`src/hdl/vm_slot_pkg.sv`:
```
// Region bases must be aligned to their region size. Word indices reach at most 4096 words
// The mailbox windows hold at most 8 registers each
package vm_slot_pkg;

    // Controller side of the map
    localparam logic [31:0] RAM_BASE      = 32'h0000_2000; // Controller data RAM
    localparam logic [31:0] STATUS_ADDR   = 32'h0000_3000; // done in bit 0, error in bit 1
    localparam logic [31:0] MBOX_IN_BASE  = 32'h0000_3010; // Host to core
    localparam logic [31:0] MBOX_OUT_BASE = 32'h0000_3030; // Core to host

    // eBPF memories
    localparam logic [31:0] PROG_BASE  = 32'h0100_0000;
    localparam logic [31:0] STACK_BASE = 32'h0200_0000;

    localparam logic [31:0] UNMAPPED_RDATA = 32'hDEAD_DEAD; // Reply for holes in the map

    // Default depths, in 32-bit words
    localparam int DEF_PROG_WORDS  = 2048; // 1024 instructions of 64 bits
    localparam int DEF_STACK_WORDS = 1024; // 512 stack entries of 64 bits
    localparam int DEF_RAM_WORDS   = 1024; // 4 KB
    localparam int DEF_MBOX_REGS   = 4;

    localparam int WORD_IDX_W = 12; // Wide enough for every region
    localparam int MBOX_IDX_W = 3;

    // One bus address, seen raw or split into page and offset
    typedef union packed {
        logic [31:0] raw; // Range compares
        struct packed {
            logic [19:0] page; // 4 KB page number
            logic [9:0]  word; // Word within the page
            logic [1:0]  lane; // Byte lane
        } pg;
    } bus_addr_u;

    // Core bus request, a nonzero wstrb marks a write
    typedef struct packed {
        logic        valid;
        bus_addr_u   addr;
        logic [31:0] wdata;
        logic [3:0]  wstrb;
    } bus_req_t;

    typedef struct packed {
        logic        ready; // High for one cycle per request
        logic [31:0] rdata;
    } bus_rsp_t;

    // One memory write port
    typedef struct packed {
        logic                  en;
        logic [WORD_IDX_W-1:0] idx;
        logic [31:0]           data;
        logic [3:0]            strb; // One bit per byte lane
    } ram_wr_t;

    // Outgoing mailbox write toward the host
    typedef struct packed {
        logic                  wen; // One-cycle pulse
        logic [MBOX_IDX_W-1:0] idx;
        logic [31:0]           data;
    } mbox_out_t;

endpackage

```
`src/hdl/vm_slot_ctrl.sv`:
```
// Start wins over stop. Stop also clears done and error
// The host must answer mbox_in_rdata_i combinationally from mbox_in_idx_o
`timescale 1ns/1ps

module vm_slot_ctrl #(
    parameter int MBOX_REGS = vm_slot_pkg::DEF_MBOX_REGS
) (
    input  logic                               clk,
    input  logic                               reset_vm,
    input  logic                               start_vm_i,
    input  logic                               stop_vm_i,
    input  logic                               status_wr_i,     // Lane 0 already checked
    input  logic [31:0]                        status_wdata_i,
    input  logic                               mbox_out_wr_i,
    input  logic                               mbox_in_rd_i,
    input  logic [vm_slot_pkg::MBOX_IDX_W-1:0] mbox_idx_i,
    input  logic [31:0]                        mbox_in_rdata_i,
    output logic [31:0]                        status_o,
    output logic [31:0]                        mbox_in_rdata_o,
    output logic                               core_run_o,
    output logic                               done_o,
    output logic                               error_o,
    output vm_slot_pkg::mbox_out_t             mbox_out_o,
    output logic [vm_slot_pkg::MBOX_IDX_W-1:0] mbox_in_idx_o
);

    logic                               run_q;
    logic                               done_q;
    logic                               error_q;
    vm_slot_pkg::mbox_out_t             mbox_out_q;
    logic [vm_slot_pkg::MBOX_IDX_W-1:0] mbox_in_idx_q;

    // Run latch and status flags
    always_ff @(posedge clk or posedge reset_vm) begin
        if (reset_vm) begin
            run_q   <= 1'b0;
            done_q  <= 1'b0;
            error_q <= 1'b0;
        end else begin
            if (start_vm_i) begin
                run_q <= 1'b1;
            end else if (stop_vm_i) begin
                run_q <= 1'b0;
            end
            if (stop_vm_i) begin        // End of run clears the flags
                done_q  <= 1'b0;
                error_q <= 1'b0;
            end else if (status_wr_i) begin
                done_q  <= status_wdata_i[0];
                error_q <= status_wdata_i[1];
            end
        end
    end

    // Mailbox channels, the decoder only strobes for indices inside the windows
    always_ff @(posedge clk or posedge reset_vm) begin
        if (reset_vm) begin
            mbox_out_q    <= '0;
            mbox_in_idx_q <= '0;
        end else begin
            mbox_out_q.wen <= mbox_out_wr_i;          // Pulse, cleared next cycle
            if (mbox_out_wr_i) begin
                mbox_out_q.idx  <= mbox_idx_i;
                mbox_out_q.data <= status_wdata_i;   // Shared write data from the decoder
            end
            if (mbox_in_rd_i) begin
                mbox_in_idx_q <= mbox_idx_i;         // Held until the next read
            end
        end
    end

    assign status_o        = {30'b0, error_q, done_q};
    assign mbox_in_rdata_o = mbox_in_rdata_i;      // Host reply goes straight to the bus
    assign core_run_o      = run_q;
    assign done_o          = done_q;
    assign error_o         = error_q;
    assign mbox_out_o      = mbox_out_q;
    assign mbox_in_idx_o   = mbox_in_idx_q;

endmodule

```
`config.mk`:
```
export PLATFORM = sky130hd
export DESIGN_NAME = vm_slot_ctrl
export DESIGN_NICKNAME = d
export VERILOG_FILES = /design/src/hdl/vm_slot_pkg.sv /design/src/hdl/vm_slot_ctrl.sv
export SDC_FILE = /design/constraint.sdc
export NUM_CORES = 1
export LEC_CHECK = 0
export BUFFER_PORTS_ARGS = -buffer_cell sky130_fd_sc_hd__buf_4
export CAP_MARGIN = 25
export CORE_MARGIN = 5
export CORE_UTILIZATION = 42
export DETAILED_ROUTE_END_ITERATION = 10
export PLACE_DENSITY = 0.86
export SLEW_MARGIN = 15
export SYNTH_ARGS = -nofsm -noshare
export SYNTH_HDL_FRONTEND = slang
export SYNTH_SLANG_ARGS = --single-unit
export TNS_END_PERCENT = 50
```
`constraint.sdc`:
```
create_clock -name clk -period 3.5 [get_ports clk]
set_clock_uncertainty 0.05 [all_clocks]
set_input_delay 0.35 -clock clk [delete_from_list [all_inputs] [get_ports clk]]
set_output_delay 0.35 -clock clk [all_outputs]
set_load 0.05 [all_outputs]
```
==> results.toml, run 1 <==
[run_status]
outcome = "finished, final reports clean"

[logic_synthesis]
synth_adder_area_share_pct = 0
ys_types = 11
synthTopCellsByArea = "dfrtp_1 48%, buf_4 22%, mux2_4 21%"
synth_compound_area_share_pct = 0.343
yosysTopAreaCell = "dfrtp_1"
syn_avg_cell_area_um2 = 14.0
netlist_instances = 156
yosys_register_bits = 42
muxShareOfSynthArea_pct = 25.6
synth_top_family_by_area = "multiplexers"
yosys.area_share.simple_pct = 0.343
syn_area_um2 = 2190
synth_top_area_share_pct = 48.0
synth_warnings = 0
ys_seq_area_share_pct = 48.0
synthXorXnorAreaFrac_pct = 0

[layout]
diodes = 0
final_cell_count_no_fill = 281
nets = 284
drive_gt1_share_pct = 61.6
syn2layout_area_growth_pct = 18.1
finish.instance_area_um2 = 2590
nFillCells = 466

[placed_design]
dpl.hpwl_mm = 2.98
place_inst = 273
gp_congestion = 0.686
dpl_cell_area_um2 = 2480
portBuffers = 85

[clock_tree]
clk_pin_slew_ps = 80
root_buffer = "clkbuf_8"
cts_tree = "yes"
post_cts_buffers = 0
cts_buffer_depth = 2
clock_latency_ps = 290
clock-sinks = 42
ctsResizeCount = 0
hold_buffers = 0
cts_buffers = 5
htreeDepth = 2

[detailed_routing]
wl_per_cell_um = 13.7
via_count = 1152
ant_nets = 0
routed_wirelength_mm = 3.86
via_per_inst = 4.10
route.detailed.drc = 0
drtIter0Drc = 37
dr.pass1.iters = 3

[flow_run]
max_cap_violations = 0

[critical_path]
end_kind = "output port"
cp_max_fo = 2
path_buf_inv = 1
cpLargestDelayFamily = "flip-flops"
required_ps = 3100
cp-start-kind = "flip-flop"
worst_ep_arrival_time_ps = 890
slowest_delay_ps = 400
critical_path_class = "reg -> out"
crit_chain = "buf_4"
cpMaxStageDelayCell = "dfrtp_1"

[timing]
tightest_slew_ps = 595
slew_headroom_pct = 60.3
period_needed_ps = 1290
fmax_ghz = 0.777
fin_hold_ws_ps = 122
hold_viol = 0
slew_violations = 0
fin_crit_sh_pct = 36.8
finalSetupTns_ps = 0
rsz0062_at_grt = "no"
setup_viol_count_final = 0

[floorplanning]
core_area_um2 = 5070
start_util_pct = 43.1
die_w_um = 82.2
rows = 26
die_h_um = 82.2
design.die.area_um2 = 6760
pin_count = 180

[grt]
grt_overflow_total = 0
grtUsageTotal_pct = 11.4
antenna_found_initial = 0
grt_max_degree = 43
grt_pass1_wl_mm = 5.75
grt_pass1_vias = 1192

[hold_path]
hp-class = "in -> async"

[pwr]
p_total_mw = 1.38
power.leakage_nw = 1.36
powerDensity_nw_per_um2 = 534
vdd_drop_max_mv = 0.233
worst paths after layout:
check / from / to / slack [ps] / depth (start not counted)
worst max-delay path: mbox_out_o[1] / mbox_out_o[1] / 2210 / 1
worst min-delay path: reset_vm / mbox_out_o[4] / 120 / 3
worst max register to register: mbox_out_o[1] / mbox_out_o[1] / 2660 / 1
worst min register to register: core_run_o / core_run_o / 450 / 1
max in group asynchronous: reset_vm / mbox_out_o[18] / 2910 / 3
min in group clk: stop_vm_i / done_o / 170 / 2
cell families (layout without fill, tap and decap cells):
group	after synthesis	after routing
flip-flops	42	42
multiplexers	40	40
buffers and inverters	70	96
AO/OA/AOI/OAI	1	1
AND/OR/NAND/NOR	2	2
other	1	30
cell usage after synthesis, drive strengths merged:
master	n
a21o	1
mux2	38
conb	1
inv	2
dfrtp	42
nor2	2
mux2i	2
buf	68
metal layers:
layer | GRT usage (%) | routed length, um | vias up
met5 | 0 | 0 | -
li1 | - | - | 519
met2 | 19.3 | 1890 | 76
met4 | 6.15 | 92 | 0
met3 | 4.99 | 457 | 16
met1 | 11.8 | 1420 | 541
sequential cells by signal, summed over array words and instances, names as in the netlist:
name / cells
error_o: 1
done_o: 1
mbox_out_o: 36
mbox_in_idx_o: 3
core_run_o: 1
cell usage in the layout, fill, tap and decap left out, drive strengths merged:
master and n:
mux2 38, mux2i 2, clkbuf 7, buf 86, dfrtp 42, inv 1, bufinv 1, a21o 1
clkinv 1, conb 30, nor2 2
area by class of cell:
cell class / instances / area [um2] / share of cell area, %
sequential: 42 / 1050 / 40.6
multi-input combinational: 73 / 688 / 26.6
timing repair buffer: 86 / 646 / 25.0
tap: 70 / 87.6 / 3.39
clock buffer: 7 / 76.3 / 2.95
clock inverter: 1 / 30.0 / 1.16
inverter: 2 / 7.51 / 0.290
power by group:
group	switching, mW	leakage (nW)	internal [mW]
clock	0.154	0.0524	0.213
sequential	0.0269	0.493	0.532
combinational	0.304	0.818	0.152
worst min-delay path, delay by kind of cell:
kind | cells | cell delay, ps
buf+inv | 3 | 560
stage by stage:
stage,util [%],worst slack (ps)
global route,51.0,2160
finish,51.0,2210
floorplan,-,2130
CTS,51.0,2200
global placement,48.9,2080
detailed placement,48.9,2060
No activity file was read; power rests on OpenSTA's default activity.
==> inputs of run 2 (changes only) <==
--- a/config.mk
+++ b/config.mk
@@ -5,12 +5,13 @@
 export SDC_FILE = /design/constraint.sdc
 export NUM_CORES = 1
 export LEC_CHECK = 0
+export ABC_AREA = 1
 export BUFFER_PORTS_ARGS = -buffer_cell sky130_fd_sc_hd__buf_4
 export CAP_MARGIN = 25
 export CORE_MARGIN = 5
-export CORE_UTILIZATION = 42
+export CORE_UTILIZATION = 36
 export DETAILED_ROUTE_END_ITERATION = 10
-export PLACE_DENSITY = 0.86
+export PLACE_DENSITY = 0.77
 export SLEW_MARGIN = 15
 export SYNTH_ARGS = -nofsm -noshare
 export SYNTH_HDL_FRONTEND = slang
==> constraint.sdc (replaced) <==
create_clock -name clk -period 1.16 [get_ports clk]
set_clock_uncertainty 0.05 [all_clocks]
set_input_delay 0.116 -clock clk [delete_from_list [all_inputs] [get_ports clk]]
set_output_delay 0.116 -clock clk [all_outputs]
set_load 0.05 [all_outputs]
==> run 2 against run 1 <==
Against the previous run: utilization fell by 1.1 points; die area rose by 18%; cell area rose by 20%; sequential power rose to 3.0 times the previous value; synthesized area rose by 3.8%.
==> results.toml, run 2 <==
[critical_path]
crit_chain = "buf_4"
cpLargestDelayFamily = "flip-flops"
required_ps = 990
rrSetupSlack_ps = 470
rr_worst_depth = 2
slowest_delay_ps = 410
rr_endpoint = "mbox_out_o[26]"
path_buf_inv = 1
cpMaxStageDelayCell = "dfrtp_1"
end_kind = "output port"
reg2reg_from = "mbox_out_o[26]"
critical_path_class = "reg -> out"
cp-start-kind = "flip-flop"
worst_ep_arrival_time_ps = 900
cp_max_fo = 2

[hold_path]
hold_depth = 4
hold_end = "done_o"
hp-class = "in -> reg"
min_from = "stop_vm_i"

[logic_synthesis]
syn_area_um2 = 2270
synth_top_area_share_pct = 46.2
netlist_instances = 241
ys_types = 13
postSynth.asyncResetShare_pct = 100
netlist_top_cells_count = "64 x buf_4, 44 x nand2_1, 42 x dfrtp_1, 41 x inv_1, 30 x o21ai_2"
synth_ff_type = "dfrtp_1"
ys_seq_area_share_pct = 46.2
yosys_register_bits = 42
synth.most_common_cell = "buf_4"
synth_warnings = 0
synthTopCellsByArea = "dfrtp_1 46%, buf_4 21%, o21ai_2 12%"
syn_avg_cell_area_um2 = 9.43
yosysTopAreaCell = "dfrtp_1"
synth_edf_count = 0

[grt]
grt_max_degree = 43
grt_pass1_vias = 1574
grt_pass1_wl_mm = 7.13
grtUsageTotal_pct = 11.5
antenna_found_initial = 0
grt_overflow_total = 0

[layout]
diodes = 0
finish.instance_area_um2 = 3110
final_cell_mix = "85 x buf_4, 44 x nand2_1, 42 x dfrtp_1, 40 x inv_1, 38 x dlygate4sd3_1"
syn2layout_area_growth_pct = 36.9
largest_reg_flops = 36
final_common_cell = "buf_4"
nets = 405
drive_gt1_share_pct = 38.3
nFillCells = 549
final_cell_count_no_fill = 409

[detailed_routing]
ant_nets = 0
via_count = 1633
wl_per_cell_um = 11.3
via_per_inst = 3.99
routed_wirelength_mm = 4.64
wl_met3_um = 590
met1Wirelength_mm = 1.65
wl_met2_mm = 2.28
route.detailed.drc = 0
drtIter0Drc = 45
dr.pass1.iters = 4
top_layer = "met4"

[timing]
rsz0062_at_grt = "no"
fmax_ghz = 0.938
slew_violations = 0
period_needed_ps = 1070
fin_crit_sh_pct = 91.9
hold_viol = 0
finalSetupTns_ps = 0
setup_viol_count_final = 0

[clock_tree]
clock_latency_ps = 290
cts_buffer_depth = 2
cts_buffers = 5
clk_pin_slew_ps = 90
clock-sinks = 42
ctsResizeCount = 0
cts_tree = "yes"
htreeDepth = 2
root_buffer = "clkbuf_8"

[floorplanning]
design.die.area_um2 = 8000
die_w_um = 89.5
pin_count = 180
core_area_um2 = 6240
start_util_pct = 36.4
rows = 29
die_h_um = 89.5

[placed_design]
dpl.hpwl_mm = 3.26
portBuffers = 85
dpl_cell_area_um2 = 2590
place_inst = 363
gp_congestion = 0.640

[pwr]
vdd_drop_max_mv = 0.775
p_total_mw = 4.44
power.leakage_nw = 1.66
powerDensity_nw_per_um2 = 1430

[flow_run]
max_cap_violations = 0

[run_status]
outcome = "finished, final reports clean"
[run 2: cell types whose count changed after synthesis, sizes merged]
cell | previous run | this run
a21o | 1 | 0
buf | 68 | 70
clkbuf | 0 | 2
inv | 2 | 41
mux2 | 38 | 0
mux2i | 2 | 0
nand2 | 0 | 44
nand3 | 0 | 2
nor2 | 2 | 1
o21ai | 0 | 38
[run 2: stage by stage]
stage | utilization (%) | hold slack (ps) | worst slack, ps
final | 49.9 | 18.7 | 94.3
after global routing | 49.9 | 22.7 | 60.7
after CTS | 49.9 | 1.49 | 81.1
after detailed placement | 41.6 | 122 | 385
after global placement | 41.6 | 117 | 421
after floorplan | - | 97.4 | 19.6
[run 2: tightest hold or removal path: stages]
cell	delay, ps
buf_4	80
nor2_1	50
nand2_1	50
nand2_1	40
[run 2: what timing repair did]
action | in CTS | in global routing
hold buffers | 38 | 0
endpoints found under the hold margin | 82 | 0
buffers inserted | 0 | 0
[run 2: cell type report]
| cell class | instances | area, um2 | share of cell area, % |
|---|---|---|---|
| clock inverter | 3 | 68.8 | 2.21 |
| multi-input combinational | 115 | 594 | 19.1 |
| timing repair buffer | 126 | 1080 | 34.7 |
| tap | 77 | 96.3 | 3.10 |
| clock buffer | 5 | 68.8 | 2.21 |
| sequential | 42 | 1050 | 33.8 |
| inverter | 41 | 154 | 4.95 |
[run 2: cells by family after synthesis]
group / share of synthesized area (%)
and+or+nand+nor: 7.87
other: 0.165
DFF: 46.2
buffers and inverters: 32.4
AOI/OAI and AO/OA: 13.3
[run 2: per-layer routing]
| metal | up-vias | track usage [%] |
|---|---|---|
| met1 | 720 | 12.7 |
| met2 | 88 | 18.9 |
| met3 | 15 | 5.16 |
| met5 | - | 0 |
| li1 | 810 | - |
| met4 | 0 | 5.41 |
[run 2: worst max path at each step]
stage | start | cells past startpoint | end | slack, ps
final | mbox_in_idx_o[2] | 1 | mbox_in_idx_o[2] | 90
after global routing | done_o | 1 | done_o | 60
after CTS | mbox_out_o[32] | 1 | mbox_out_o[32] | 80
after detailed placement | mbox_out_wr_i | 4 | mbox_out_o[24] | 390
after global placement | mbox_out_wr_i | 4 | mbox_out_o[20] | 420
after floorplan | reset_vm | 1 | core_run_o | 20
[run 2: where the power goes]
part / internal (mW) / switching, mW
clock network: 0.862 / 0.508
registers: 1.59 / 0.0708
logic: 0.445 / 0.969
total: 2.90 / 1.55
