--- config.mk ---
export PLATFORM = sky130hd
export DESIGN_NAME = vm_bus_decoder
export DESIGN_NICKNAME = d
export VERILOG_FILES = /design/src/hdl/vm_slot_pkg.sv /design/src/hdl/vm_bus_decoder.sv
export SDC_FILE = /design/constraint.sdc
export NUM_CORES = 1
export LEC_CHECK = 0
export BUFFER_PORTS_ARGS = -buffer_cell sky130_fd_sc_hd__buf_4
export CORE_AREA = 5 5 167 169
export CTS_CLUSTER_DIAMETER = 120
export DETAILED_ROUTE_END_ITERATION = 16
export DIE_AREA = 0 0 172 174
export SYNTH_ARGS = -nofsm -noshare
export SYNTH_HDL_FRONTEND = slang
export SYNTH_SLANG_ARGS = --single-unit
--- constraint.sdc ---
create_clock -name clk -period 1.96 [get_ports clk]
set_input_delay 0.392 -clock clk [delete_from_list [all_inputs] [get_ports clk]]
set_output_delay 0.392 -clock clk [all_outputs]
set_load 0.02 [all_outputs]
--- src/hdl/vm_slot_pkg.sv ---
// Region bases must be aligned to their region size. Word indices reach at most 4096 words
// The mailbox windows hold at most 8 registers each
package vm_slot_pkg;

    // Controller side of the map
    localparam logic [31:0] RAM_BASE      = 32'h0000_2000; // Controller data RAM
    localparam logic [31:0] STATUS_ADDR   = 32'h0000_3000; // done in bit 0, error in bit 1
    localparam logic [31:0] MBOX_IN_BASE  = 32'h0000_3010; // Host to core
    localparam logic [31:0] MBOX_OUT_BASE = 32'h0000_3030; // Core to host

    // eBPF memories
    localparam logic [31:0] PROG_BASE  = 32'h0100_0000;
    localparam logic [31:0] STACK_BASE = 32'h0200_0000;

    localparam logic [31:0] UNMAPPED_RDATA = 32'hDEAD_DEAD; // Reply for holes in the map

    // Default depths, in 32-bit words
    localparam int DEF_PROG_WORDS  = 2048; // 1024 instructions of 64 bits
    localparam int DEF_STACK_WORDS = 1024; // 512 stack entries of 64 bits
    localparam int DEF_RAM_WORDS   = 1024; // 4 KB
    localparam int DEF_MBOX_REGS   = 4;

    localparam int WORD_IDX_W = 12; // Wide enough for every region
    localparam int MBOX_IDX_W = 3;

    // One bus address, seen raw or split into page and offset
    typedef union packed {
        logic [31:0] raw; // Range compares
        struct packed {
            logic [19:0] page; // 4 KB page number
            logic [9:0]  word; // Word within the page
            logic [1:0]  lane; // Byte lane
        } pg;
    } bus_addr_u;

    // Core bus request, a nonzero wstrb marks a write
    typedef struct packed {
        logic        valid;
        bus_addr_u   addr;
        logic [31:0] wdata;
        logic [3:0]  wstrb;
    } bus_req_t;

    typedef struct packed {
        logic        ready; // High for one cycle per request
        logic [31:0] rdata;
    } bus_rsp_t;

    // One memory write port
    typedef struct packed {
        logic                  en;
        logic [WORD_IDX_W-1:0] idx;
        logic [31:0]           data;
        logic [3:0]            strb; // One bit per byte lane
    } ram_wr_t;

    // Outgoing mailbox write toward the host
    typedef struct packed {
        logic                  wen; // One-cycle pulse
        logic [MBOX_IDX_W-1:0] idx;
        logic [31:0]           data;
    } mbox_out_t;

endpackage

--- src/hdl/vm_bus_decoder.sv ---
// One request per two cycles. The core holds valid and the request until ready
// Program memory is read only from the bus side
`timescale 1ns/1ps

module vm_bus_decoder #(
    parameter int PROG_WORDS  = vm_slot_pkg::DEF_PROG_WORDS,
    parameter int STACK_WORDS = vm_slot_pkg::DEF_STACK_WORDS,
    parameter int RAM_WORDS   = vm_slot_pkg::DEF_RAM_WORDS,
    parameter int MBOX_REGS   = vm_slot_pkg::DEF_MBOX_REGS
) (
    input  logic                               clk,
    input  logic                               reset_vm,
    input  vm_slot_pkg::bus_req_t              bus_req_i,
    output vm_slot_pkg::bus_rsp_t              bus_rsp_o,
    output vm_slot_pkg::ram_wr_t               stack_wr_o,
    output vm_slot_pkg::ram_wr_t               ram_wr_o,
    output logic [vm_slot_pkg::WORD_IDX_W-1:0] prog_rd_idx_o,
    output logic [vm_slot_pkg::WORD_IDX_W-1:0] stack_rd_idx_o,
    output logic [vm_slot_pkg::WORD_IDX_W-1:0] ram_rd_idx_o,
    input  logic [31:0]                        prog_rdata_i,
    input  logic [31:0]                        stack_rdata_i,
    input  logic [31:0]                        ram_rdata_i,
    output logic                               status_wr_o,
    output logic [31:0]                        status_wdata_o,
    output logic                               mbox_out_wr_o,
    output logic                               mbox_in_rd_o,
    output logic [vm_slot_pkg::MBOX_IDX_W-1:0] mbox_idx_o,
    input  logic [31:0]                        status_i,
    input  logic [31:0]                        mbox_in_rdata_i
);

    // Slots in the region hit vector
    localparam int R_PROG   = 0;
    localparam int R_STACK  = 1;
    localparam int R_RAM    = 2;
    localparam int R_STATUS = 3;
    localparam int R_MIN    = 4;
    localparam int R_MOUT   = 5;

    // Region ends, exclusive
    localparam logic [31:0] PROG_END  = vm_slot_pkg::PROG_BASE + 32'(PROG_WORDS * 4);
    localparam logic [31:0] STACK_END = vm_slot_pkg::STACK_BASE + 32'(STACK_WORDS * 4);
    localparam logic [31:0] RAM_END   = vm_slot_pkg::RAM_BASE + 32'(RAM_WORDS * 4);
    localparam logic [31:0] MIN_END   = vm_slot_pkg::MBOX_IN_BASE + 32'(MBOX_REGS * 4);
    localparam logic [31:0] MOUT_END  = vm_slot_pkg::MBOX_OUT_BASE + 32'(MBOX_REGS * 4);

    logic [31:0]                        addr;
    logic [5:0]                         hit;
    logic [5:0]                         sel_q;    // Region of the request in flight
    logic                               ready_q;
    logic                               accept;
    logic                               wr_ack;
    logic [vm_slot_pkg::WORD_IDX_W-1:0] word_idx;
    logic [31:0]                        mbox_off;

    assign addr     = bus_req_i.addr.raw;
    assign word_idx = {bus_req_i.addr.pg.page[1:0], bus_req_i.addr.pg.word}; // Size aligned bases

    assign hit[R_PROG]   = (addr >= vm_slot_pkg::PROG_BASE) && (addr < PROG_END);
    assign hit[R_STACK]  = (addr >= vm_slot_pkg::STACK_BASE) && (addr < STACK_END);
    assign hit[R_RAM]    = (addr >= vm_slot_pkg::RAM_BASE) && (addr < RAM_END);
    assign hit[R_STATUS] = (addr == vm_slot_pkg::STATUS_ADDR);
    assign hit[R_MIN]    = (addr >= vm_slot_pkg::MBOX_IN_BASE) && (addr < MIN_END);
    assign hit[R_MOUT]   = (addr >= vm_slot_pkg::MBOX_OUT_BASE) && (addr < MOUT_END);

    assign accept = bus_req_i.valid && !ready_q;                 // Idle cycle only
    assign wr_ack = ready_q && (bus_req_i.wstrb != 4'b0000);      // Writes land with ready

    // One wait state
    always_ff @(posedge clk or posedge reset_vm) begin
        if (reset_vm) begin
            ready_q <= 1'b0;
            sel_q   <= '0;
        end else begin
            ready_q <= accept;
            if (accept) begin
                sel_q <= hit;
            end
        end
    end

    // Every memory reads at the request cycle
    assign prog_rd_idx_o  = word_idx;
    assign stack_rd_idx_o = word_idx;
    assign ram_rd_idx_o   = word_idx;

    assign stack_wr_o = '{en: wr_ack && sel_q[R_STACK], idx: word_idx,
                          data: bus_req_i.wdata, strb: bus_req_i.wstrb};
    assign ram_wr_o   = '{en: wr_ack && sel_q[R_RAM], idx: word_idx,
                          data: bus_req_i.wdata, strb: bus_req_i.wstrb};

    // Control strobes
    assign status_wr_o    = wr_ack && sel_q[R_STATUS] && bus_req_i.wstrb[0]; // Flags sit in lane 0
    assign status_wdata_o = bus_req_i.wdata;
    assign mbox_out_wr_o  = wr_ack && sel_q[R_MOUT];
    assign mbox_in_rd_o   = accept && hit[R_MIN] && (bus_req_i.wstrb == 4'b0000);

    // Both window bases agree in the bits up to the index
    assign mbox_off   = addr - vm_slot_pkg::MBOX_IN_BASE;
    assign mbox_idx_o = mbox_off[vm_slot_pkg::MBOX_IDX_W+1:2];  // Offset divided by four

    // Reply mux, mailbox-out reads fall to the unmapped word
    always_comb begin
        bus_rsp_o.ready = ready_q;
        case (1'b1)
            sel_q[R_PROG]:   bus_rsp_o.rdata = prog_rdata_i;
            sel_q[R_STACK]:  bus_rsp_o.rdata = stack_rdata_i;
            sel_q[R_RAM]:    bus_rsp_o.rdata = ram_rdata_i;
            sel_q[R_STATUS]: bus_rsp_o.rdata = status_i;
            sel_q[R_MIN]:    bus_rsp_o.rdata = mbox_in_rdata_i;
            default:         bus_rsp_o.rdata = vm_slot_pkg::UNMAPPED_RDATA;
        endcase
    end

endmodule

==> results.json, run 1 <==
{
  "row_count": 60,
  "p_leak_nw": 2.688,
  "cp.arrival_ns": 1.80,
  "fin_ws_ns": -0.2327,
  "postSynthNetCount": 650,
  "max_freq_mhz": 456.1,
  "busiest_layer": "met2",
  "worstPathRequired_ns": 1.57,
  "path_class": "reg2out",
  "areaGrowthSynthToFinish_pct": 97.80,
  "run_status": "complete, but fails checks",
  "violations": "setup timing",
  "yosys.area.top_type_share_pct": 44.16,
  "clockBufferDepth": 2,
  "vias": 3518,
  "worst_ir_drop_vdd_mv": 0.2254,
  "yosysSeqAreaShare_pct": 6.170,
  "syn_avg_cell_area_um2": 6.776,
  "gp_congestion": 0.7734,
  "maxCapViolations": 0,
  "port_buffers": 307,
  "fin_crit_sh_pct": 111.9,
  "synth_common_cells": "167 x buf_4, 50 x inv_1, 45 x a21oi_1, 32 x a221oi_1, 22 x o22ai_1",
  "hpwl_um": 12750,
  "setup-violations-final": 33,
  "wl_per_cell_um": 17.40,
  "fin_worst_skew_ns": 0.0003299,
  "vias_per_cell": 3.751,
  "drive_gt1_share_pct": 73.87,
  "power.density_nw_per_um2": 204.3,
  "die_h_um": 174,
  "clk_pin_slew_ns": 0.04,
  "grt_pass1_wl_um": 21870,
  "wl_um": 16320,
  "synthCells": 419,
  "slew_headroom_pct": 66.76,
  "ys_ff_latch": 7,
  "finalMaxSlewViolations": 0,
  "dominantRegCellSynth": "dfrtp_1",
  "grt_use_met3_pct": 2.001,
  "drt_iter0_markers": 120,
  "grtUsageMet1_pct": 11.39,
  "rsz0062_at_grt": "yes",
  "synth_edf_count": 0,
  "cts_tree": "done",
  "clk_latency_ns": 0.23,
  "hold_viol_final": 0,
  "yosys.area.top_type": "buf_4",
  "antenna_found_initial": 0,
  "antennaDiodeCount": 0,
  "worstHoldPathType": "in2async",
  "fin_nets": 829,
  "syn-cell-area_um2": 2839,
  "utilization_pct": 21.25,
  "netlist_top_cells_area": "buf_4 44%, a221oi_1 9.9%, a21oi_1 7.9%, inv_1 6.6%, dfrtp_1 6.2%",
  "core_area_um2": 26430,
  "setup.worst_path.end_class": "primary output",
  "cts_max_level": 1,
  "placed_cells_incl_taps": 913,
  "final.min_clock_period_ns": 2.193,
  "grt-ovfl-total": 0,
  "ant_nets": 0,
  "synth.most_common_cell": "buf_4",
  "pin_count": 436,
  "cts_buffers": 3,
  "chipWidth_um": 172,
  "fin_cells": 938,
  "hold_buffers": 0,
  "start_util_pct": 10.74,
  "grt_pass1_vias": 3670,
  "synth_cell_types": 30,
  "die_area_um2": 29930,
  "grt_max_degree": 24,
  "drtPass1Iterations": 5,
  "grt_use_total_pct": 9.453,
  "path_max_fanout": 6,
  "max_slew.worst_pin.slew_ns": 0.4963,
  "cp-start-kind": "flip-flop",
  "clock-sinks": 7,
  "clockRootBuffer": "clkbuf_16",
  "grt_use_met2_pct": 16.09,
  "async_flop_share_pct": 100.0,
  "yosysWarnings": 0,
  "drcViolationCount": 0
}
[cell usage in the layout (no fill, tap or decap), types with 10 or more instances in the layout]
cell type	count
buf_4	319
inv_1	50
buf_6	32
a21oi_1	24
o22ai_1	21
a21oi_2	19
a221oi_2	17
a221oi_4	15
nor2b_1	10
a221o_1	10
[kinds of logic (layout without fill, tap and decap cells)]
family,Yosys count,count (layout),share of synthesized area [%]
buf+inv,242,420,54.25
compound gates,115,115,27.85
simple gates,55,55,11.72
flops,7,7,6.170
[worst paths after layout]
check / from / to / slack (ns) / cells past startpoint
setup / recovery: sel_q[4] / bus_rsp_o[29] / -0.23 / 7
hold / removal: reset_vm / sel_q[2] / 0.12 / 2
setup reg to reg: ready_q / sel_q[3] / 0.57 / 4
hold reg to reg: sel_q[5] / sel_q[5] / 0.51 / 2
max in group asynchronous: reset_vm / sel_q[2] / 1.59 / 2
min in group clk: bus_req_i[49] / sel_q[0] / 0.43 / 2
[cell type report]
cell class,count,area (µm²)
Clock buffer,4,78.83
Fill cell,2953,20810
Inverter,50,187.7
Multi-Input combinational cell,170,1683
Sequential cell,7,181.4
Tap cell,341,426.7
Timing Repair Buffer,366,3058
[sequential cells by signal, summed over array words and instances, names as in the netlist]
| name | count |
|---|---|
| sel_q | 6 |
| ready_q | 1 |
[what timing repair did]
item,CTS,global route
setup endpoints to repair,34,34
cloned,3,0
pin swaps,23,35
gates resized for setup,85,44
buffers inserted,19,7
[metrics by stage]
| stage | power (W) | setup TNS, ns | setup WS (ns) | hold WS (ns) | instance area [µm²] |
|---|---|---|---|---|---|
| floorplan | 0.0006851 | 0 | 0.01484 | 0.1954 | 2850 |
| finish | 0.001147 | -4.810 | -0.2327 | 0.1165 | 5615 |
| CTS | 0.001142 | -5.316 | -0.2248 | 0.1299 | 5341 |
| global placement | 0.0007532 | -1.665 | -0.3119 | 0.3692 | 4589 |
| global route | 0.001208 | -7.529 | -0.3027 | 0.1423 | 5615 |
| detailed placement | 0.0007593 | -1.714 | -0.2754 | 0.3733 | 4589 |
[layer usage]
| layer | up-vias | routed length [µm] |
|---|---|---|
| li1 | 1651 | - |
| met1 | 1612 | 6174 |
| met2 | 183 | 7982 |
| met3 | 72 | 1421 |
| met4 | 0 | 742 |
| met5 | - | 0 |
[where the power goes]
part	internal, W	switching, W	total [W]
Combinational	0.000368	0.000282	0.000650
Clock	0.000271	0.0000770	0.000348
Sequential	0.000147	0.00000230	0.000149
Total	0.000786	0.000361	0.00115
[critical path, cell delays in order (launching register included)]
cell	delay [ns]
dfrtp_1	0.37
nor2b_4	0.15
buf_8	0.14
buf_8	0.14
a221oi_4	0.27
nor3_2	0.05
a221o_1	0.30
buf_6	0.14
Power figures use the tool's default switching activity.
==> run 2, diff against run 1 <==
==> constraint.sdc (replaced) <==
create_clock -name clk -period 1.96 [get_ports clk]
set_input_delay 0.294 -clock clk [delete_from_list [all_inputs] [get_ports clk]]
set_output_delay 0.294 -clock clk [all_outputs]
set_load 0.02 [all_outputs]
==> run 2 against run 1 <==
  * The run still ends with setup timing left
  * Cell count fell by 2.2%
  * Clock skew increased by 0.0032 ns
  * Register-to-register slack got worse by 0.10 ns
  * Power is 0.35% lower
  * Global-route usage decreased by 0.083 points
  * Clock power is essentially flat
  * Highest routed layer unchanged
==> results.json, run 2 (synthesis gave the netlist of run 1 again) <==
{
  "clk_latency_ns": 0.23,
  "internal_power_w": 0.0007818,
  "drcViolationCount": 0,
  "hold_buffers": 0,
  "vias_per_cell": 3.773,
  "grt-ovfl-total": 0,
  "core_area_um2": 26430,
  "switching_share_pct": 31.60,
  "clk_pin_slew_ns": 0.04,
  "cpPeakStageDelay_ns": 0.38,
  "port_buffers": 307,
  "max_slew.worst_pin.slew_ns": 0.5292,
  "combinationalPowerShare_pct": 56.3,
  "slew_headroom_pct": 64.56,
  "violations": "setup timing",
  "run_status": "complete, but fails checks",
  "die_h_um": 174,
  "drive_gt1_share_pct": 72.00,
  "cp-start-kind": "flip-flop",
  "hold_viol_final": 0,
  "chipWidth_um": 172,
  "start_util_pct": 10.74,
  "gp_congestion": 0.7640,
  "crit_buf_inv": 3,
  "maxCapViolations": 0,
  "path_delay_family": "compound AO/OA/AOI/OAI gates",
  "placed_cells_incl_taps": 904,
  "final.min_clock_period_ns": 2.024,
  "cp_cell_sequence": "nor2b_4, buf_12, clkbuf_16, a221oi_4, a21oi_2, a21oi_1, buf_4",
  "fin_worst_skew_ns": 0.003506,
  "cts_max_level": 1,
  "setup-violations-final": 19,
  "antenna_found_initial": 1,
  "wl_per_cell_um": 17.76,
  "rsz0062_at_grt": "yes",
  "clockRootBuffer": "clkbuf_16",
  "fin_hold_ws_ns": 0.02195,
  "fin_crit_sh_pct": 103.3,
  "path_class": "reg2out",
  "fin_ws_ns": -0.06402,
  "drt_iter0_markers": 96,
  "vias": 3460,
  "reg_top3": "sel_q (6), ready_q (1)",
  "final_common_cell": "buf_4",
  "fin_cells": 917,
  "pin_count": 436,
  "wl_um": 16290,
  "grt_max_degree": 41,
  "worst_ir_drop_vdd_mv": 0.1872,
  "power.density_nw_per_um2": 218.4,
  "die_area_um2": 29930,
  "grt_use_total_pct": 9.369,
  "path_max_fanout": 6,
  "areaGrowthSynthToFinish_pct": 84.35,
  "seqPwrFrac_pct": 13.1,
  "post_dp_cell_area_um2": 4516,
  "worstHoldPathType": "in2async",
  "drtPass1Iterations": 4,
  "stdcell_area_um2": 5234,
  "largest_reg_flops": 6,
  "max_flop_register": "sel_q",
  "fin_nets": 807,
  "clockBufferDepth": 2,
  "grt_pass1_vias": 3523,
  "ant_nets": 0,
  "grt_pass1_wl_um": 21520,
  "hpwl_um": 13560,
  "row_count": 60,
  "final_cell_mix": "318 x buf_4, 50 x inv_1, 29 x a21oi_1",
  "crit_path_top_delay_cell": "dfrtp_1",
  "cts_buffers": 3,
  "finalMaxSlewViolations": 0,
  "p_clk_share_pct": 30.6,
  "setup.worst_path.end_class": "primary output",
  "cp.arrival_ns": 1.73,
  "p_leak_nw": 2.534,
  "worstPathRequired_ns": 1.67,
  "max_freq_mhz": 494.1,
  "clock-sinks": 7,
  "p_sw_w": 0.0003612,
  "cts_tree": "done"
}
-- run 2: per-layer routing --
metal / GRT usage [%] / wire length (µm) / up-vias / share of wire (%)
met5: 0 / 0 / - / 0
met4: 2.981 / 577 / 0 / 3.5
met3: 3.480 / 1835 / 59 / 11
met2: 16.56 / 8047 / 241 / 49
met1: 10.31 / 5825 / 1556 / 36
li1: - / - / 1604 / -
-- run 2: worst register-to-register path: cells and delay by family (launching register included) --
family | cells | cell delay, ns
AO/OA/AOI/OAI | 1 | 0.21
buffers and inverters | 1 | 0.14
flip-flops | 1 | 0.45
AND/OR/NAND/NOR | 2 | 0.57
-- run 2: power by group through the flow --
stage / clock [W] / sequential (W) / combinational [W]
6_report: 0.000350 / 0.000149 / 0.000644
5_1_grt: 0.000363 / 0.000150 / 0.000684
4_1_cts: 0.000354 / 0.000150 / 0.000633
3_5_place_dp: 0 / 0.000151 / 0.000616
3_3_place_gp: 0 / 0.000151 / 0.000612
2_1_floorplan: 0 / 0.000150 / 0.000535
-- run 2: area by class of cell --
cell class              instances  area (µm²)
fillers                      3007       21190
repair buffers                344        2766
multi-input cells             170        1594
well taps                     341       426.7
inverters                      50       187.7
flip-flops and latches          7       177.7
clock buffers                   4       78.83
diodes                          1       2.502
-- run 2: metrics by stage --
stage	util [%]	setup WS (ns)	power, W	TNS (ns)
floorplan	-	0.1387	0.0006849	0
global placement	17.09	-0.08102	0.0007636	-0.08102
detailed placement	17.09	-0.09562	0.0007674	-0.1387
CTS	18.40	-0.08101	0.001136	-0.8041
global route	19.80	-0.1337	0.001197	-2.615
finish	19.81	-0.06402	0.001143	-0.5030
-- run 2: worst paths after layout --
check                      slack (ns)  cells after the start      endpoint          start
setup reg to reg                 0.47                      4      sel_q[3]        ready_q
min in group clk                 0.33                      2      sel_q[0]  bus_req_i[49]
max in group asynchronous        1.67                      2      sel_q[3]       reset_vm
hold reg to reg                  0.48                      2      sel_q[5]       sel_q[5]
hold / removal                   0.02                      2       ready_q       reset_vm
setup / recovery                -0.06                      7  bus_rsp_o[7]       sel_q[4]
-- run 2: repair_timing --
action / CTS / global route
endpoints found under the setup margin: 24 / 33
setup buffers: 5 / 4
gates resized for setup: 41 / 55
pin swaps: 7 / 28
cloned: 0 / 1
==> run 3, diff against run 2 <==
--- a/config.mk
+++ b/config.mk
@@ -6,10 +6,10 @@
 export NUM_CORES = 1
 export LEC_CHECK = 0
 export BUFFER_PORTS_ARGS = -buffer_cell sky130_fd_sc_hd__buf_4
-export CORE_AREA = 5 5 167 169
+export CORE_AREA = 10 10 163 165
 export CTS_CLUSTER_DIAMETER = 120
 export DETAILED_ROUTE_END_ITERATION = 16
-export DIE_AREA = 0 0 172 174
+export DIE_AREA = 0 0 173 175
 export SYNTH_ARGS = -nofsm -noshare
 export SYNTH_HDL_FRONTEND = slang
 export SYNTH_SLANG_ARGS = --single-unit
==> run 3 against run 2 <==
  * The run still ends with setup timing left
  * Routed wire length rose by 1.8%
  * Sequential power hardly changed
  * Cell count down 3.4%
  * Combinational power fell by 3.1%
  * Count of clock-buffer cells in the layout is the same
  * Global-route usage grew 0.66 points
  * Critical path type unchanged
==> results.json, run 3 (synthesis gave the netlist of run 1 again) <==
{
  "clockRootBuffer": "clkbuf_16",
  "max_slew.worst_pin.slew_ns": 0.3590,
  "grt_max_degree": 34,
  "path_delay_family": "compound AO/OA/AOI/OAI gates",
  "stdcell_area_um2": 4738,
  "slew_headroom_pct": 76.07,
  "post_dp_cell_area_um2": 4448,
  "wl_per_cell_um": 18.71,
  "vias": 3429,
  "drtPass1Iterations": 4,
  "placed_cells_incl_taps": 875,
  "die_area_um2": 30280,
  "row_count": 56,
  "hpwl_um": 14230,
  "cts_tree": "done",
  "cts_buffers": 3,
  "cp.arrival_ns": 1.72,
  "grt_use_total_pct": 10.03,
  "wl_um": 16580,
  "reg_top3": "sel_q (6), ready_q (1)",
  "power.density_nw_per_um2": 237.4,
  "largest_reg_flops": 6,
  "gp_congestion": 0.7552,
  "ant_nets": 0,
  "crit_buf_inv": 3,
  "grt-ovfl-total": 0,
  "fin_crit_sh_pct": 102.7,
  "final_cell_mix": "323 x buf_4, 50 x inv_1, 41 x a21oi_1",
  "setup.worst_path.end_class": "primary output",
  "drt_iter0_markers": 110,
  "areaGrowthSynthToFinish_pct": 66.90,
  "violations": "setup timing",
  "p_leak_nw": 2.370,
  "rsz0062_at_grt": "yes",
  "start_util_pct": 12.20,
  "antennaDiodeCount": 0,
  "clk_latency_ns": 0.23,
  "die_h_um": 175,
  "fin_worst_skew_ns": 0.002453,
  "clk_pin_slew_ns": 0.04,
  "cp_cell_sequence": "nor2b_4, buf_12, a221oi_2, buf_4, nor3_2, a221o_1, buf_6",
  "chipWidth_um": 173,
  "fin_cells": 886,
  "fill_cells": 2619,
  "clock-sinks": 7,
  "crit_path_top_delay_cell": "dfrtp_1",
  "grt_pass1_vias": 3901,
  "cts_max_level": 1,
  "core_area_um2": 23260,
  "place_ws_ns": -0.1104,
  "drive_gt1_share_pct": 65.26,
  "path_max_fanout": 16,
  "vias_per_cell": 3.870,
  "cp-start-kind": "flip-flop",
  "cpPeakStageDelay_ns": 0.38,
  "drcViolationCount": 0,
  "hold_viol_final": 0,
  "port_buffers": 307,
  "pin_count": 436,
  "max_flop_register": "sel_q",
  "maxCapViolations": 0,
  "antenna_found_initial": 0,
  "max_freq_mhz": 496.7,
  "run_status": "complete, but fails checks",
  "fin_hold_ws_ns": 0.3395,
  "worst_ir_drop_vdd_mv": 0.1835,
  "finalMaxSlewViolations": 0,
  "grt_pass1_wl_um": 23630,
  "worstHoldPathType": "in2reg",
  "setup-violations-final": 7,
  "clockBufferDepth": 2,
  "path_class": "reg2out",
  "setup_tns_ns": -0.1720,
  "final.min_clock_period_ns": 2.013,
  "worstPathRequired_ns": 1.67,
  "final_common_cell": "buf_4",
  "fin_nets": 799,
  "fin_ws_ns": -0.05317
}
run 3: cell type report:
| type | count | area (µm²) | area share, % |
|---|---|---|---|
| Tap cell | 319 | 399.1 | 8.424 |
| Sequential cell | 7 | 181.4 | 3.829 |
| Clock buffer | 4 | 78.83 | 1.664 |
| Multi-Input combinational cell | 170 | 1269 | 26.78 |
| Timing Repair Buffer | 336 | 2623 | 55.35 |
| Inverter | 50 | 187.7 | 3.961 |
run 3: worst paths after layout:
path                                    start       endpoint  slack [ns]  depth (start not counted)
worst max-delay path                 sel_q[4]  bus_rsp_o[13]       -0.05                          7
worst min-delay path            bus_req_i[61]       sel_q[1]        0.34                          3
worst max register to register        ready_q       sel_q[3]        0.62                          4
worst min register to register       sel_q[5]       sel_q[5]        0.49                          2
max in group asynchronous            reset_vm       sel_q[2]        1.16                          3
min in group asynchronous            reset_vm        ready_q        0.57                          3
run 3: what timing repair did:
item,4_1_cts,5_1_grt
pin swaps,3,1
hold buffers,1,0
endpoints found under the setup margin,17,33
endpoints found under the hold margin,5,0
resized for setup,24,8
cloned,0,0
buffers inserted,4,2
run 3: tightest hold or removal path, delay by kind of cell:
family	cells	cell delay, ns
buffers and inverters	1	0.12
and+or+nand+nor	1	0.06
AOI/OAI and AO/OA	1	0.06
run 3: stage by stage:
step           utilization (%)  total power (W)
3_5_place_dp             19.12        0.0007685
6_report                 20.37         0.001125
2_1_floorplan                -        0.0006849
3_3_place_gp             19.12        0.0007619
4_1_cts                  20.10         0.001135
5_1_grt                  20.37         0.001182
run 3: per-layer routing:
metal | vias to the layer above | global-route usage [%] | share of wire (%)
li1 | 1583 | - | -
met1 | 1529 | 10.03 | 36
met2 | 260 | 17.58 | 49
met3 | 57 | 4.742 | 11
met4 | 0 | 4.276 | 3.4
met5 | - | 0 | 0
run 3: power breakdown:
group	leakage (nW)	switching (W)	internal, W
combinational	2.24	0.000259	0.000365
clock	0.0382	0.0000813	0.000271
sequential	0.0910	0.00000177	0.000147
total	2.37	0.000342	0.000783
